File: config.mk
export PLATFORM = sky130hd
export DESIGN_NAME = trap_unit
export DESIGN_NICKNAME = d
export VERILOG_FILES = /design/src/rtl/trap_pkg.sv /design/src/rtl/trap_if.sv /design/src/rtl/irq_sync.sv /design/src/rtl/exc_controller.sv /design/src/rtl/trap_csr.sv /design/src/rtl/trap_pc_gen.sv /design/src/rtl/trap_unit.sv
export SDC_FILE = /design/constraint.sdc
export NUM_CORES = 1
export LEC_CHECK = 0
export ABC_AREA = 1
export BUFFER_PORTS_ARGS = -buffer_cell sky130_fd_sc_hd__buf_2
export CORE_ASPECT_RATIO = 0.6
export CORE_UTILIZATION = 55
export CTS_CLUSTER_SIZE = 10
export DETAILED_ROUTE_END_ITERATION = 8
export PLACE_DENSITY_LB_ADDON = 0.1
export SLEW_MARGIN = 25
export SYNTH_ARGS = -nofsm -noshare
export SYNTH_HDL_FRONTEND = slang
export SYNTH_SLANG_ARGS = --single-unit
File: constraint.sdc
create_clock -name clk -period 4.9 [get_ports clk]
set_clock_uncertainty 0.15 [all_clocks]
set_input_delay 0.245 -clock clk [delete_from_list [all_inputs] [get_ports clk]]
set_output_delay 0.245 -clock clk [all_outputs]
set_load 0.1 [all_outputs]
File: src/rtl/trap_pkg.sv
// Trap unit shared definitions
package trap_pkg;

  ////////////////////////////////////////////////////////////////////////////
  // widths
  ////////////////////////////////////////////////////////////////////////////

  // address width of the core
  localparam int XLEN = 32;

  // cause: bit 5 marks an interrupt, bits 4..0 code or irq index
  localparam int CAUSE_W = 6;

  ////////////////////////////////////////////////////////////////////////////
  // cause codes and vector offsets
  ////////////////////////////////////////////////////////////////////////////

  localparam logic [CAUSE_W-1:0] CAUSE_ILLINSN = 6'b0_00010;
  localparam logic [CAUSE_W-1:0] CAUSE_ECALL   = 6'b0_01000;

  // byte offsets from the vector table base
  localparam logic [XLEN-1:0] OFS_ILLINSN = 32'h0000_0084;
  localparam logic [XLEN-1:0] OFS_ECALL   = 32'h0000_0088;

  ////////////////////////////////////////////////////////////////////////////
  // enums
  ////////////////////////////////////////////////////////////////////////////

  // exception controller states
  typedef enum logic [1:0] {
    IDLE,
    WAIT_CTRL,
    IN_ISR
  } exc_state_e;

  // source of the trap pc
  typedef enum logic [2:0] {
    PC_NONE,
    PC_ILLINSN,
    PC_ECALL,
    PC_IRQ,
    PC_ERET
  } pc_sel_e;

endpackage

File: src/rtl/trap_if.sv
// Trap decision bus
`timescale 1ns/10ps

interface trap_if
  import trap_pkg::*;
();

  // pc source for the trap target
  pc_sel_e              pc_sel;
  // cause to save into mcause
  logic [CAUSE_W-1:0]   cause;
  // interrupt index for the vectored target
  logic [CAUSE_W-2:0]   vec_idx;
  // one cycle pulse on trap acceptance
  logic                 save;
  // one cycle pulse on trap return
  logic                 eret;

  // driven by the exception controller
  modport ctrl (
    output pc_sel,
    output cause,
    output vec_idx,
    output save,
    output eret
  );

  // read by csr block and pc generator
  modport sink (
    input pc_sel,
    input cause,
    input vec_idx,
    input save,
    input eret
  );

endinterface

File: src/rtl/irq_sync.sv
// Interrupt line synchronizer
`timescale 1ns/10ps

module irq_sync #(
  parameter int NUM_IRQ = 32
) (
  input  logic               clk,
  input  logic               rst_n,
  input  logic [NUM_IRQ-1:0] irq_i,
  input  logic               mie_i,
  output logic [NUM_IRQ-1:0] irq_o
);

  ////////////////////////////////////////////////////////////////////////////
  // two flop synchronizer
  ////////////////////////////////////////////////////////////////////////////

  logic [NUM_IRQ-1:0] meta_q;
  logic [NUM_IRQ-1:0] sync_q;
  logic [NUM_IRQ-1:0] mask;

  // replicate enable over all lines
  assign mask = {NUM_IRQ{mie_i}};

  // first stage may go metastable
  always_ff @(posedge clk or negedge rst_n)
  begin
    if (!rst_n)
    begin
      meta_q <= '0;
    end
    else
    begin
      meta_q <= irq_i;
    end
  end

  // second stage, masked on the way in
  always_ff @(posedge clk or negedge rst_n)
  begin
    if (!rst_n)
    begin
      sync_q <= '0;
    end
    else
    begin
      sync_q <= meta_q & mask;
    end
  end

  // mask again so a line disabled this cycle
  // is already hidden from the controller
  assign irq_o = sync_q & mask;

endmodule

File: src/rtl/exc_controller.sv
// Exception controller
`timescale 1ns/10ps

module exc_controller
  import trap_pkg::*;
#(
  parameter int NUM_IRQ = 32
) (
  input  logic               clk,
  input  logic               rst_n,
  input  logic [NUM_IRQ-1:0] irq_i,
  input  logic               illegal_i,
  input  logic               ecall_i,
  input  logic               eret_i,
  input  logic               ack_i,
  output logic               req_o,
  trap_if.ctrl               tif
);

  localparam int IDX_W = CAUSE_W - 1;

  exc_state_e          state_q;
  exc_state_e          state_d;
  logic                req_int;
  logic                bypass;
  logic [CAUSE_W-1:0]  cause_c;
  logic [CAUSE_W-1:0]  cause_q;
  pc_sel_e             pc_sel_c;
  pc_sel_e             pc_sel_q;

  // any pending source
  assign req_int = illegal_i | ecall_i | (|irq_i);

  ////////////////////////////////////////////////////////////////////////////
  // cause priority
  ////////////////////////////////////////////////////////////////////////////

  always_comb
  begin
    cause_c  = '0;
    pc_sel_c = PC_NONE;
    // walk down so the lowest pending line wins
    for (int i = NUM_IRQ - 1; i >= 0; i--)
    begin
      if (irq_i[i])
      begin
        cause_c  = {1'b1, IDX_W'(i)};
        pc_sel_c = PC_IRQ;
      end
    end
    if (ecall_i)
    begin
      cause_c  = CAUSE_ECALL;
      pc_sel_c = PC_ECALL;
    end
    // illegal insn overrides everything
    if (illegal_i)
    begin
      cause_c  = CAUSE_ILLINSN;
      pc_sel_c = PC_ILLINSN;
    end
  end

  ////////////////////////////////////////////////////////////////////////////
  // hold and bypass
  ////////////////////////////////////////////////////////////////////////////

  // first request cycle, decision not yet registered
  assign bypass = (state_q == IDLE) && req_int;

  always_ff @(posedge clk or negedge rst_n)
  begin
    if (!rst_n)
    begin
      cause_q  <= '0;
      pc_sel_q <= PC_NONE;
    end
    else if (bypass)
    begin
      cause_q  <= cause_c;
      pc_sel_q <= pc_sel_c;
    end
  end

  always_comb
  begin
    tif.cause  = bypass ? cause_c : cause_q;
    tif.pc_sel = bypass ? pc_sel_c : pc_sel_q;
    // return address takes over in the eret cycle
    if (state_q == IN_ISR && eret_i)
    begin
      tif.pc_sel = PC_ERET;
    end
  end

  // vector index only meaningful for interrupts
  assign tif.vec_idx = tif.cause[CAUSE_W-1] ? tif.cause[IDX_W-1:0] : '0;

  ////////////////////////////////////////////////////////////////////////////
  // req/ack/eret FSM
  ////////////////////////////////////////////////////////////////////////////

  always_comb
  begin
    state_d  = state_q;
    req_o    = 1'b0;
    tif.save = 1'b0;
    tif.eret = 1'b0;
    unique case (state_q)
      IDLE:
      begin
        req_o = req_int;
        if (req_int)
        begin
          state_d = WAIT_CTRL;
        end
      end
      WAIT_CTRL:
      begin
        req_o = 1'b1;
        // acceptance cycle
        if (ack_i)
        begin
          tif.save = 1'b1;
          state_d  = IN_ISR;
        end
      end
      IN_ISR:
      begin
        // new sources ignored until return
        if (eret_i)
        begin
          tif.eret = 1'b1;
          state_d  = IDLE;
        end
      end
      default:
      begin
        state_d = IDLE;
      end
    endcase
  end

  always_ff @(posedge clk or negedge rst_n)
  begin
    if (!rst_n)
    begin
      state_q <= IDLE;
    end
    else
    begin
      state_q <= state_d;
    end
  end

  ////////////////////////////////////////////////////////////////////////////
  // assertions
  ////////////////////////////////////////////////////////////////////////////

  // csr and pc gen only see a save while waiting on ack
  a_save_in_wait: assert property (@(posedge clk) disable iff (!rst_n)
    tif.save |-> (state_q == WAIT_CTRL))
    else $error("save outside WAIT_CTRL");

  // request only drops after the pipeline took it
  a_req_held: assert property (@(posedge clk) disable iff (!rst_n)
    $fell(req_o) |-> $past(ack_i))
    else $error("req_o fell without ack_i");

  // pc source and cause type agree, eret excluded
  a_irq_cause: assert property (@(posedge clk) disable iff (!rst_n)
    (tif.pc_sel != PC_ERET) |-> ((tif.pc_sel == PC_IRQ) == tif.cause[CAUSE_W-1]))
    else $error("pc_sel and cause bit 5 disagree");

endmodule

File: src/rtl/trap_csr.sv
// Trap CSR registers
`timescale 1ns/10ps

module trap_csr
  import trap_pkg::*;
(
  input  logic               clk,
  input  logic               rst_n,
  input  logic               mie_we_i,
  input  logic               mie_wdata_i,
  trap_if.sink               tif,
  output logic               mie_o,
  output logic [CAUSE_W-1:0] mcause_o
);

  logic               mie_q;
  logic [CAUSE_W-1:0] mcause_q;

  ////////////////////////////////////////////////////////////////////////////
  // interrupt enable
  ////////////////////////////////////////////////////////////////////////////

  // trap entry and return take precedence over a software write
  always_ff @(posedge clk or negedge rst_n)
  begin
    if (!rst_n)
    begin
      mie_q <= 1'b0;
    end
    else if (tif.save)
    begin
      // no nesting, interrupts off inside the handler
      mie_q <= 1'b0;
    end
    else if (tif.eret)
    begin
      mie_q <= 1'b1;
    end
    else if (mie_we_i)
    begin
      mie_q <= mie_wdata_i;
    end
  end

  ////////////////////////////////////////////////////////////////////////////
  // saved cause
  ////////////////////////////////////////////////////////////////////////////

  always_ff @(posedge clk or negedge rst_n)
  begin
    if (!rst_n)
    begin
      mcause_q <= '0;
    end
    else if (tif.save)
    begin
      mcause_q <= tif.cause;
    end
  end

  assign mie_o    = mie_q;
  assign mcause_o = mcause_q;

  // entry and return belong to different controller states
  a_save_eret_excl: assert property (@(posedge clk) disable iff (!rst_n)
    !(tif.save && tif.eret))
    else $error("save and eret in the same cycle");

endmodule

File: src/rtl/trap_pc_gen.sv
// Trap target PC generator
`timescale 1ns/10ps

module trap_pc_gen
  import trap_pkg::*;
#(
  parameter logic [XLEN-1:0] TRAP_BASE = 32'h0000_1000
) (
  input  logic            clk,
  input  logic            rst_n,
  input  logic [XLEN-1:0] pc_i,
  trap_if.sink            tif,
  output logic [XLEN-1:0] target_pc_o,
  output logic [XLEN-1:0] mepc_o
);

  logic [XLEN-1:0] mepc_q;
  logic [XLEN-1:0] irq_target;

  // one word per interrupt line in the vector table
  assign irq_target = TRAP_BASE + (XLEN'(tif.vec_idx) << 2);

  ////////////////////////////////////////////////////////////////////////////
  // target select
  ////////////////////////////////////////////////////////////////////////////

  always_comb
  begin
    unique case (tif.pc_sel)
      PC_ILLINSN: target_pc_o = TRAP_BASE + OFS_ILLINSN;
      PC_ECALL:   target_pc_o = TRAP_BASE + OFS_ECALL;
      PC_IRQ:     target_pc_o = irq_target;
      // return straight to the saved pc
      PC_ERET:    target_pc_o = mepc_q;
      default:    target_pc_o = '0;
    endcase
  end

  ////////////////////////////////////////////////////////////////////////////
  // exception pc
  ////////////////////////////////////////////////////////////////////////////

  // pc of the trapped instruction, taken on acceptance
  always_ff @(posedge clk or negedge rst_n)
  begin
    if (!rst_n)
    begin
      mepc_q <= '0;
    end
    else if (tif.save)
    begin
      mepc_q <= pc_i;
    end
  end

  assign mepc_o = mepc_q;

endmodule

File: src/rtl/trap_unit.sv
// Trap handling unit
`timescale 1ns/10ps

module trap_unit
  import trap_pkg::*;
#(
  parameter int              NUM_IRQ   = 32,
  parameter logic [XLEN-1:0] TRAP_BASE = 32'h0000_1000
) (
  input  logic               clk,
  input  logic               rst_n,
  input  logic [NUM_IRQ-1:0] irq_i,
  input  logic               illegal_i,
  input  logic               ecall_i,
  input  logic               eret_i,
  input  logic               ack_i,
  input  logic [XLEN-1:0]    pc_i,
  input  logic               mie_we_i,
  input  logic               mie_wdata_i,
  output logic               req_o,
  output logic [XLEN-1:0]    target_pc_o,
  output logic [CAUSE_W-1:0] cause_o,
  output logic [CAUSE_W-1:0] mcause_o,
  output logic [XLEN-1:0]    mepc_o,
  output logic               mie_o
);

  logic [NUM_IRQ-1:0] irq_sync;

  // decision from controller to csr and pc gen
  trap_if trap_bus ();

  // mie fed back to mask the lines
  irq_sync #(.NUM_IRQ(NUM_IRQ)) i_irq_sync (
    .clk   (clk),
    .rst_n (rst_n),
    .irq_i (irq_i),
    .mie_i (mie_o),
    .irq_o (irq_sync)
  );

  exc_controller #(.NUM_IRQ(NUM_IRQ)) i_exc_controller (
    .clk       (clk),
    .rst_n     (rst_n),
    .irq_i     (irq_sync),
    .illegal_i (illegal_i),
    .ecall_i   (ecall_i),
    .eret_i    (eret_i),
    .ack_i     (ack_i),
    .req_o     (req_o),
    .tif       (trap_bus.ctrl)
  );

  trap_csr i_trap_csr (
    .clk         (clk),
    .rst_n       (rst_n),
    .mie_we_i    (mie_we_i),
    .mie_wdata_i (mie_wdata_i),
    .tif         (trap_bus.sink),
    .mie_o       (mie_o),
    .mcause_o    (mcause_o)
  );

  trap_pc_gen #(.TRAP_BASE(TRAP_BASE)) i_trap_pc_gen (
    .clk         (clk),
    .rst_n       (rst_n),
    .pc_i        (pc_i),
    .tif         (trap_bus.sink),
    .target_pc_o (target_pc_o),
    .mepc_o      (mepc_o)
  );

  // live cause, bypassed in the first request cycle
  assign cause_o = trap_bus.cause;

endmodule

==> results of run 1 <==
[state kept, by name, summed over array words and instances (netlist names)]
| name | flops |
|---|---|
| i_irq_sync.meta_q | 32 |
| i_exc_controller.cause_q | 6 |
| i_exc_controller.state_q | 2 |
| i_trap_pc_gen.mepc_o | 32 |
| i_trap_csr.mie_o | 1 |
| i_irq_sync.sync_q | 32 |
| i_exc_controller.pc_sel_q | 3 |
| i_trap_csr.mcause_o | 6 |
[worst max-delay path, stage by stage (launching register included)]
cell	delay (ns)
dfrtp_2	0.68
nand2_1	0.22
nand2_2	0.08
nor2_2	0.14
nand2_2	0.09
nor4_4	0.17
nand4_1	0.11
inv_1	0.10
nand2_2	0.07
nand2_4	0.11
inv_4	0.08
o22ai_4	0.14
nor2_2	0.08
inv_2	0.08
nand3_4	0.52
inv_2	0.32
a22o_1	0.18
buf_2	0.42
[how the worst min path moves through the flow]
stage	to	cells past startpoint
final	i_exc_controller.pc_sel_q[0]	3
after global routing	i_exc_controller.pc_sel_q[0]	3
after CTS	i_exc_controller.pc_sel_q[0]	3
after detailed placement	i_irq_sync.meta_q[30]	1
after global placement	i_irq_sync.meta_q[27]	1
after floorplan	i_exc_controller.cause_q[0]	0
[cell type report]
type                            count  area share, %
Timing Repair Buffer              222          21.25
Clock buffer                       18          6.209
Inverter                           83          4.544
Multi-Input combinational cell    306          22.18
Sequential cell                   114          41.29
Tap cell                          108          1.955
Clock inverter                     14          2.571
[logic make-up after synthesis]
kind of cell / after synthesis
DFF: 114
and+or+nand+nor: 251
muxes: 1
AOI/OAI and AO/OA: 54
buffers and inverters: 99
[layer usage]
layer	vias up	routed length, um	track usage, %
li1	2012	-	-
met1	1961	5555	38.44
met2	169	5993	48.38
met3	34	791	10.12
met4	0	266	10.43
met5	-	0	0
[through the flow]
stage / setup WS [ns] / instances / utilization (%) / hold WS [ns]
floorplan: 0.0009335 / 519 / - / -0.2006
global placement: 1.084 / 764 / 68.77 / 0.2025
CTS: 0.5067 / 865 / 84.66 / 0.01753
detailed placement: 0.9483 / 764 / 68.77 / 0.2043
finish: 0.4889 / 865 / 84.66 / 0.02601
global route: 0.1783 / 865 / 84.66 / 0.06271
[cells in the final DEF (no fill, tap or decap), types with 2 or more instances in the layout]
cell type and count:
nand2_1 174, buf_2 148, dfrtp_1 113, inv_1 77, dlygate4sd3_1 69, o21ai_0 35
nor2_1 28, nor2_4 22, clkbuf_16 17, nand2_2 9, o21ai_1 7, nand3_1 6
inv_2 5, buf_4 5, a21oi_1 4, inv_6 4, clkinvlp_4 4, nand2_4 3
nor2_2 3, bufinv_16 3, nand4_1 2, clkinv_4 2
==> results.yml, run 1 <==
outcome:
  status: "complete, no violations"
synthesis:
  synth_top_family_by_area: "simple AND/OR/NAND/NOR gates"
  yosysUniqueCellTypes: 29
  yosysWarnings: 0
  syn_area_sq_um: 4795
  yosys.area_share.simple_pct: 25.16
  yosys.cell_count.top_type: "nand2_1"
  muxShareOfSynthArea_pct: 0.2088
  ys_ff_latch: 114
  synth_compound_area_share_pct: 6.237
  synth_top_cell_area_share_pct: 59.50
  synth_fa_ha_area_share_pct: 0
  yosysSeqAreaShare_pct: 59.50
  postSynth.asyncResetShare_pct: 100.0
  synth.avg_cell_area_sq_um: 9.238
  ys.flop_type: "dfrtp_1"
  synth_edf_count: 0
  synth-xor-area-share_pct: 0
  synth_nets: 591
  ys_top_cells_by_area: "dfrtp_1 59%, nand2_1 14%, inv_1 6.0%"
  syn_inst: 519
  synthTopCellsByCount: "174 x nand2_1, 114 x dfrtp_1, 77 x inv_1"
  synth_top_cell_by_area: "dfrtp_1"
final_layout:
  drive_gt1_share_pct: 30.91
  diodes: 0
  fillers: 454
  syn2layout_area_growth_pct: 44.15
  multi_input_area_sq_um: 1533
  design_area_sq_um: 6912
  nets: 816
  register_area_sq_um: 2854
cts:
  clkLatencyLatePin_ns: 0.41
  clkSinkCount: 114
  cts_tree: "built"
  cts_setup_buffers: 0
  cts_buffers: 17
  clkTransAtPathRegs_ns: 0.05
  holdBufCountCts: 69
  clock_path_buffers: 2
  post_cts_resized: 0
  clock-root-buffer: "clkbuf_16"
  htree_levels: 4
sta:
  slew_headroom_pct: 44.09
  rsz0062_at_grt: "no"
  slew_viol_final: 0
  hold_violations: 0
  period_minus_slack_ns: 4.411
  tns_ns: 0
  max_freq_ghz: 0.2267
  setup_viol: 0
  period_share_pct: 90.02
  worst_slew_pin_slew_ns: 0.8386
worst_setup_path:
  startpoint: "i_trap_csr.mie_o"
  r2r_cells: 34
  end_kind: "primary output"
  critPathLaunchType: "register"
  worstPathRequired_ns: 4.51
  r2r-start: "i_trap_csr.mie_o"
  critPathMaxFanout: 43
  rr_endpoint: "i_trap_csr.mcause_o[0]"
  path_class: "register to primary output"
  timing.critical_path.to: "target_pc_o[4]"
  arrival_ns: 4.02
  r2r_setup_slack_ns: 1.65
drt:
  routedWlPerCell_um: 14.57
  drtPass1Iterations: 5
  viasPerCell: 4.828
  route.detailed.drc: 0
  vias: 4176
  ant_nets: 0
  routed_wl_um: 12610
  drtIter0Drc: 266
global_routing:
  grt_usage_pct: 29.98
  antenna_found_initial: 0
  grt_pass1_wl_um: 20080
  grt_max_degree: 67
  grt_pass1_vias: 4207
  overflow: 0
place:
  place_congestion: 0.7760
  dpl.hpwl_um: 7467
  dpl_cell_area_sq_um: 5614
  port_buffers: 149
hold_path:
  hold_start: "illegal_i"
  hold_class: "input pin to register"
floorplanning:
  die_area_sq_um: 9107
  rows: 25
  die_h_um: 74.32
  core-area_sq_um: 8164
  start_util_pct: 58.73
  die_w_um: 122.5
  io_pins: 150
flow_run:
  drv_cap: 0
Power of run 1 is left out: the tool's default activity adds up to more than one toggle a clock period on the data nets, which glitch-free logic cannot reach.
==> inputs of run 2 (changes only) <==
==> constraint.sdc (replaced) <==
create_clock -name clk -period 5.6 [get_ports clk]
set_clock_uncertainty 0.15 [all_clocks]
set_input_delay 0.28 -clock clk [delete_from_list [all_inputs] [get_ports clk]]
set_output_delay 0.28 -clock clk [all_outputs]
set_load 0.1 [all_outputs]
==> run 2 against run 1 <==
  * Non-clock buffer count fell by 4
  * Die area did not move
  * Critical endpoint is now target_pc_o[12]
  * Critical path type unchanged
  * Cell count fell by 0.46%
  * Flip-flop and latch count did not move
  * Wire length rose by 8.1%
  * First-iteration DRC count rose by 30%
  * Design area rose by 0.38%
  * Via count rose by 2.5%
  * Count of clock-buffer cells in the layout rose by 3
  * Sequential share of layout area fell by 0.12 points
==> results.yml, run 2 (synthesized netlist as in run 1, its figures left out) <==
worst_setup_path:
  critPathTopFamily: "simple AND/OR/NAND/NOR gates"
  worstPathRequired_ns: 5.17
  path_cells: "o21ai_1 > inv_1 > nor2_1 > inv_1 > nor2_1 > nand4_1 > inv_1 > nand2_2 > nand2_4 > inv_4 > nor2_4 > nor2_1 > inv_2 > nand3_4 > o221ai_1 > buf_2"
  cp_slowest_cell: "dfrtp_4"
  crit_buf_inv: 6
  path_class: "register to primary output"
  arrival_ns: 4.09
  critPathMaxFanout: 68
  r2r_setup_slack_ns: 2.37
  end_kind: "primary output"
  slowest_delay_ns: 0.74
  critPathLaunchType: "register"
sta:
  max_freq_ghz: 0.2212
  worst_slack_ns: 1.079
  worst_slew_pin_slew_ns: 0.7725
  hold_violations: 0
  tns_ns: 0
  slew_headroom_pct: 48.50
  setup_viol: 0
  period_share_pct: 80.72
  period_minus_slack_ns: 4.521
  rsz0062_at_grt: "no"
  slew_viol_final: 0
global_routing:
  grt_usage_pct: 32.45
  grt_max_degree: 69
  grt_pass1_vias: 4301
  grt_pass1_wl_um: 21490
  overflow: 0
  antenna_found_initial: 0
cts:
  clkSinkCount: 114
  clock-root-buffer: "clkbuf_16"
  clkTransAtPathRegs_ns: 0.05
  cts_tree: "built"
  clkLatencyLatePin_ns: 0.41
  clock_path_buffers: 2
  post_cts_resized: 0
  cts_buffers: 17
  htree_levels: 4
drt:
  route.detailed.drc: 0
  drtIter0Drc: 345
  drtPass1Iterations: 6
  vias: 4281
  ant_nets: 0
  routedWlPerCell_um: 15.83
  routed_wl_um: 13630
  viasPerCell: 4.972
final_layout:
  drive_gt1_share_pct: 30.68
  diodes: 0
  fillers: 449
  nets: 812
  syn2layout_area_growth_pct: 44.70
  final_common_cell: "nand2_1"
  utilization_pct: 84.98
  final_cell_mix: "174 x nand2_1, 148 x buf_2, 113 x dfrtp_1"
flow_run:
  drv_cap: 0
floorplanning:
  die_w_um: 122.5
  die_area_sq_um: 9107
  rows: 25
  core-area_sq_um: 8164
  die_h_um: 74.32
  io_pins: 150
  start_util_pct: 58.73
place:
  place_congestion: 0.8462
  port_buffers: 149
  pre_cts_ws_ns: 1.429
  dpl.hpwl_um: 7405
outcome:
  status: "complete, no violations"
hold_path:
  hold_class: "input pin to register"
-- run 2: metrics by stage --
stage / hold slack, ns / area [sq um] / std cells
finish: 0.04657 / 6938 / 861
global route: 0.04521 / 6938 / 861
CTS: 0.03627 / 6935 / 861
detailed placement: 0.2397 / 5609 / 762
global placement: 0.2376 / 5582 / 761
floorplan: -0.1656 / 4795 / 519
-- run 2: routing by layer --
layer	wire (um)	global-route usage, %
met5	0	0
met4	306	13.55
met3	932	10.81
met2	6756	54.62
met1	5634	39.07
-- run 2: repair_timing --
item,CTS,global route
endpoints found under the hold margin,127,0
hold buffers,67,0
setup buffers,0,0
-- run 2: worst reg2reg max path: cells and delay by family, from the launching register on --
family           cells  cell delay (ns)
and+or+nand+nor     34             2.17
DFF                  1             0.87
-- run 2: final cells by class --
cell class	instances	area, sq um	area share [%]
tap	108	135.1	1.948
inverter	83	314.1	4.527
timing repair buffer	218	1454	20.96
sequential	114	2856	41.17
clock buffer	21	480.5	6.925
clock inverter	11	175.2	2.525
multi-input combinational	306	1523	21.95
-- run 2: path summary, 6_finish.rpt --
path / startpoint / end / cells after the start
max reg2reg: i_trap_csr.mie_o / i_trap_csr.mcause_o[0] / 34
min reg2reg: i_irq_sync.meta_q[21] / i_irq_sync.sync_q[21] / 2
max in group asynchronous: rst_n / i_irq_sync.sync_q[27] / 3
min in group asynchronous: rst_n / i_irq_sync.sync_q[10] / 2
min: mie_wdata_i / i_trap_csr.mie_o / 3
max: i_trap_csr.mie_o / target_pc_o[12] / 16
Power of run 2 is left out for the same reason.
==> inputs of run 3 (changes only) <==
--- a/config.mk
+++ b/config.mk
@@ -8,7 +8,7 @@
 export ABC_AREA = 1
 export BUFFER_PORTS_ARGS = -buffer_cell sky130_fd_sc_hd__buf_2
 export CORE_ASPECT_RATIO = 0.6
-export CORE_UTILIZATION = 55
+export CORE_UTILIZATION = 51
 export CTS_CLUSTER_SIZE = 10
 export DETAILED_ROUTE_END_ITERATION = 8
 export PLACE_DENSITY_LB_ADDON = 0.1
==> constraint.sdc (replaced) <==
create_clock -name clk -period 4.6 [get_ports clk]
set_clock_uncertainty 0.15 [all_clocks]
set_input_delay 0.23 -clock clk [delete_from_list [all_inputs] [get_ports clk]]
set_output_delay 0.23 -clock clk [all_outputs]
set_load 0.1 [all_outputs]
==> run 3 against run 2 <==
  * Hold slack got worse by 0.0025 ns
  * Non-clock buffer count up 5
  * Sequential share of layout area fell by 0.18 points
  * Register-to-register slack worse by 0.93 ns
  * Flip-flop and latch count stayed put
  * Count of clock-buffer cells in the layout shrank 4
  * Setup slack worse by 0.70 ns
  * Critical path depth increased by 1
  * First-iteration DRC count fell by 40%
  * Largest cell class unchanged
==> results.yml, run 3 (synthesized netlist as in run 1, its figures left out) <==
place:
  dpl.hpwl_um: 7453
  port_buffers: 149
  place_congestion: 0.8467
  dpl_cell_area_sq_um: 5650
worst_setup_path:
  cp_slowest_cell: "dfrtp_4"
  path_cells: "nand2_1 > nand2_1 > nor2_1 > inv_1 > nor2_1 > nand4_1 > inv_1 > nand2_2 > nand2_4 > inv_4 > nor2_4 > nor2_1 > inv_2 > nand3_4 > buf_4 > o221ai_1 > buf_2"
  r2r_setup_slack_ns: 1.44
  arrival_ns: 3.84
  worstPathRequired_ns: 4.22
  cpMostUsedCell: "nor2_1"
  critPathLaunchType: "register"
  path_class: "register to primary output"
  end_kind: "primary output"
  rr_endpoint: "i_trap_csr.mcause_o[0]"
  r2r_cells: 32
  slowest_delay_ns: 0.70
  r2r-start: "i_trap_csr.mie_o"
  critPathMaxFanout: 54
hold_path:
  hold_start: "illegal_i"
  hold_end: "i_exc_controller.pc_sel_q[0]"
  hold_class: "input pin to register"
  whs_path_depth: 3
sta:
  setup_viol: 0
  worst_slew_pin_slew_ns: 0.6706
  max_freq_ghz: 0.2369
  period_share_pct: 91.75
  hold_violations: 0
  slew_viol_final: 0
  tns_ns: 0
  slew_headroom_pct: 55.29
  period_minus_slack_ns: 4.221
  rsz0062_at_grt: "no"
flow_run:
  drv_cap: 0
drt:
  viasPerCell: 4.673
  routed_wl_um: 11950
  vias: 4131
  routedWlPerCell_um: 13.52
  route.detailed.drc: 0
  ant_nets: 0
  drtIter0Drc: 206
  drtPass1Iterations: 4
global_routing:
  antenna_found_initial: 0
  grt_usage_pct: 27.06
  met2_usage_pct: 42.91
  grt-busiest-layer: "met2"
  overflow: 0
  grt_util_met1_pct: 34.39
  grt_max_degree: 78
  grt_util_met3_pct: 7.746
  grt_pass1_vias: 4258
  grt_pass1_wl_um: 20070
floorplanning:
  io_pins: 150
  die_w_um: 127.2
  rows: 26
  start_util_pct: 54.39
  die_area_sq_um: 9806
  die_h_um: 77.11
  core-area_sq_um: 8816
final_layout:
  final_cell_mix: "174 x nand2_1, 148 x buf_2, 113 x dfrtp_1"
  design_area_sq_um: 6969
  nets: 817
  diodes: 0
  final_common_cell: "nand2_1"
  syn2layout_area_growth_pct: 45.35
  drive_gt1_share_pct: 31.40
  utilization_pct: 79.05
outcome:
  status: "complete, no violations"
cts:
  clock-root-buffer: "clkbuf_16"
  clkSinkCount: 114
  clock_path_buffers: 2
  cts_tree: "built"
  htree_levels: 4
  clkTransAtPathRegs_ns: 0.05
  cts_buffers: 17
  clkLatencyLatePin_ns: 0.42
-- run 3: cell types whose count changed in the layout (fill, tap and decap cells not counted), moves of 2 or more --
cell / before / now
o21ai_2: 0 / 2
buf_4: 2 / 5
o21ai_1: 8 / 6
dlygate4sd3_1: 67 / 69
inv_6: 1 / 6
clkbuf_8: 4 / 0
-- run 3: per-layer routing --
layer  up-vias  routed length [um]
met5         -                   0
met4         0                 299
met3        31                 682
met2       142                5657
met1      1939                5307
li1       2019                   -
-- run 3: layout make-up --
cell class | count | area [sq um]
Clock inverter | 15 | 196.4
Sequential cell | 114 | 2856
Timing Repair Buffer | 223 | 1480
Clock buffer | 17 | 425.4
Multi-Input combinational cell | 306 | 1539
Inverter | 83 | 314.1
Fill cell | 590 | 1847
Tap cell | 126 | 157.7
-- run 3: how the worst max path moves through the flow --
stage	startpoint	to	slack, ns	cells after the start
detailed placement	i_trap_csr.mie_o	target_pc_o[12]	0.76	17
floorplan	i_trap_csr.mie_o	target_pc_o[4]	-0.16	14
global placement	i_trap_csr.mie_o	target_pc_o[2]	0.90	32
global route	i_trap_csr.mie_o	target_pc_o[12]	0.17	17
finish	i_trap_csr.mie_o	target_pc_o[12]	0.38	17
CTS	i_trap_csr.mie_o	target_pc_o[2]	0.23	35
-- run 3: what timing repair did --
item / CTS / global route
hold buffers: 69 / 0
resized for setup: 0 / 1
endpoints found under the hold margin: 143 / 0
buffers inserted: 0 / 0
endpoints found under the setup margin: 0 / 2
-- run 3: through the flow --
stage	std cells	worst slack, ns	hold slack [ns]
CTS	884	0.2292	0.02362
global route	884	0.1742	0.07032
floorplan	519	-0.1577	-0.2156
detailed placement	783	0.7646	0.1893
finish	884	0.3794	0.04405
global placement	783	0.9011	0.1880
-- run 3: worst max-delay path, delay by kind of cell, from the launching register on --
family | cells | cell delay, ns
AOI/OAI and AO/OA | 1 | 0.17
buffers and inverters | 6 | 1.11
and+or+nand+nor | 10 | 1.43
DFF | 1 | 0.70
Power of run 3 is left out for the same reason.
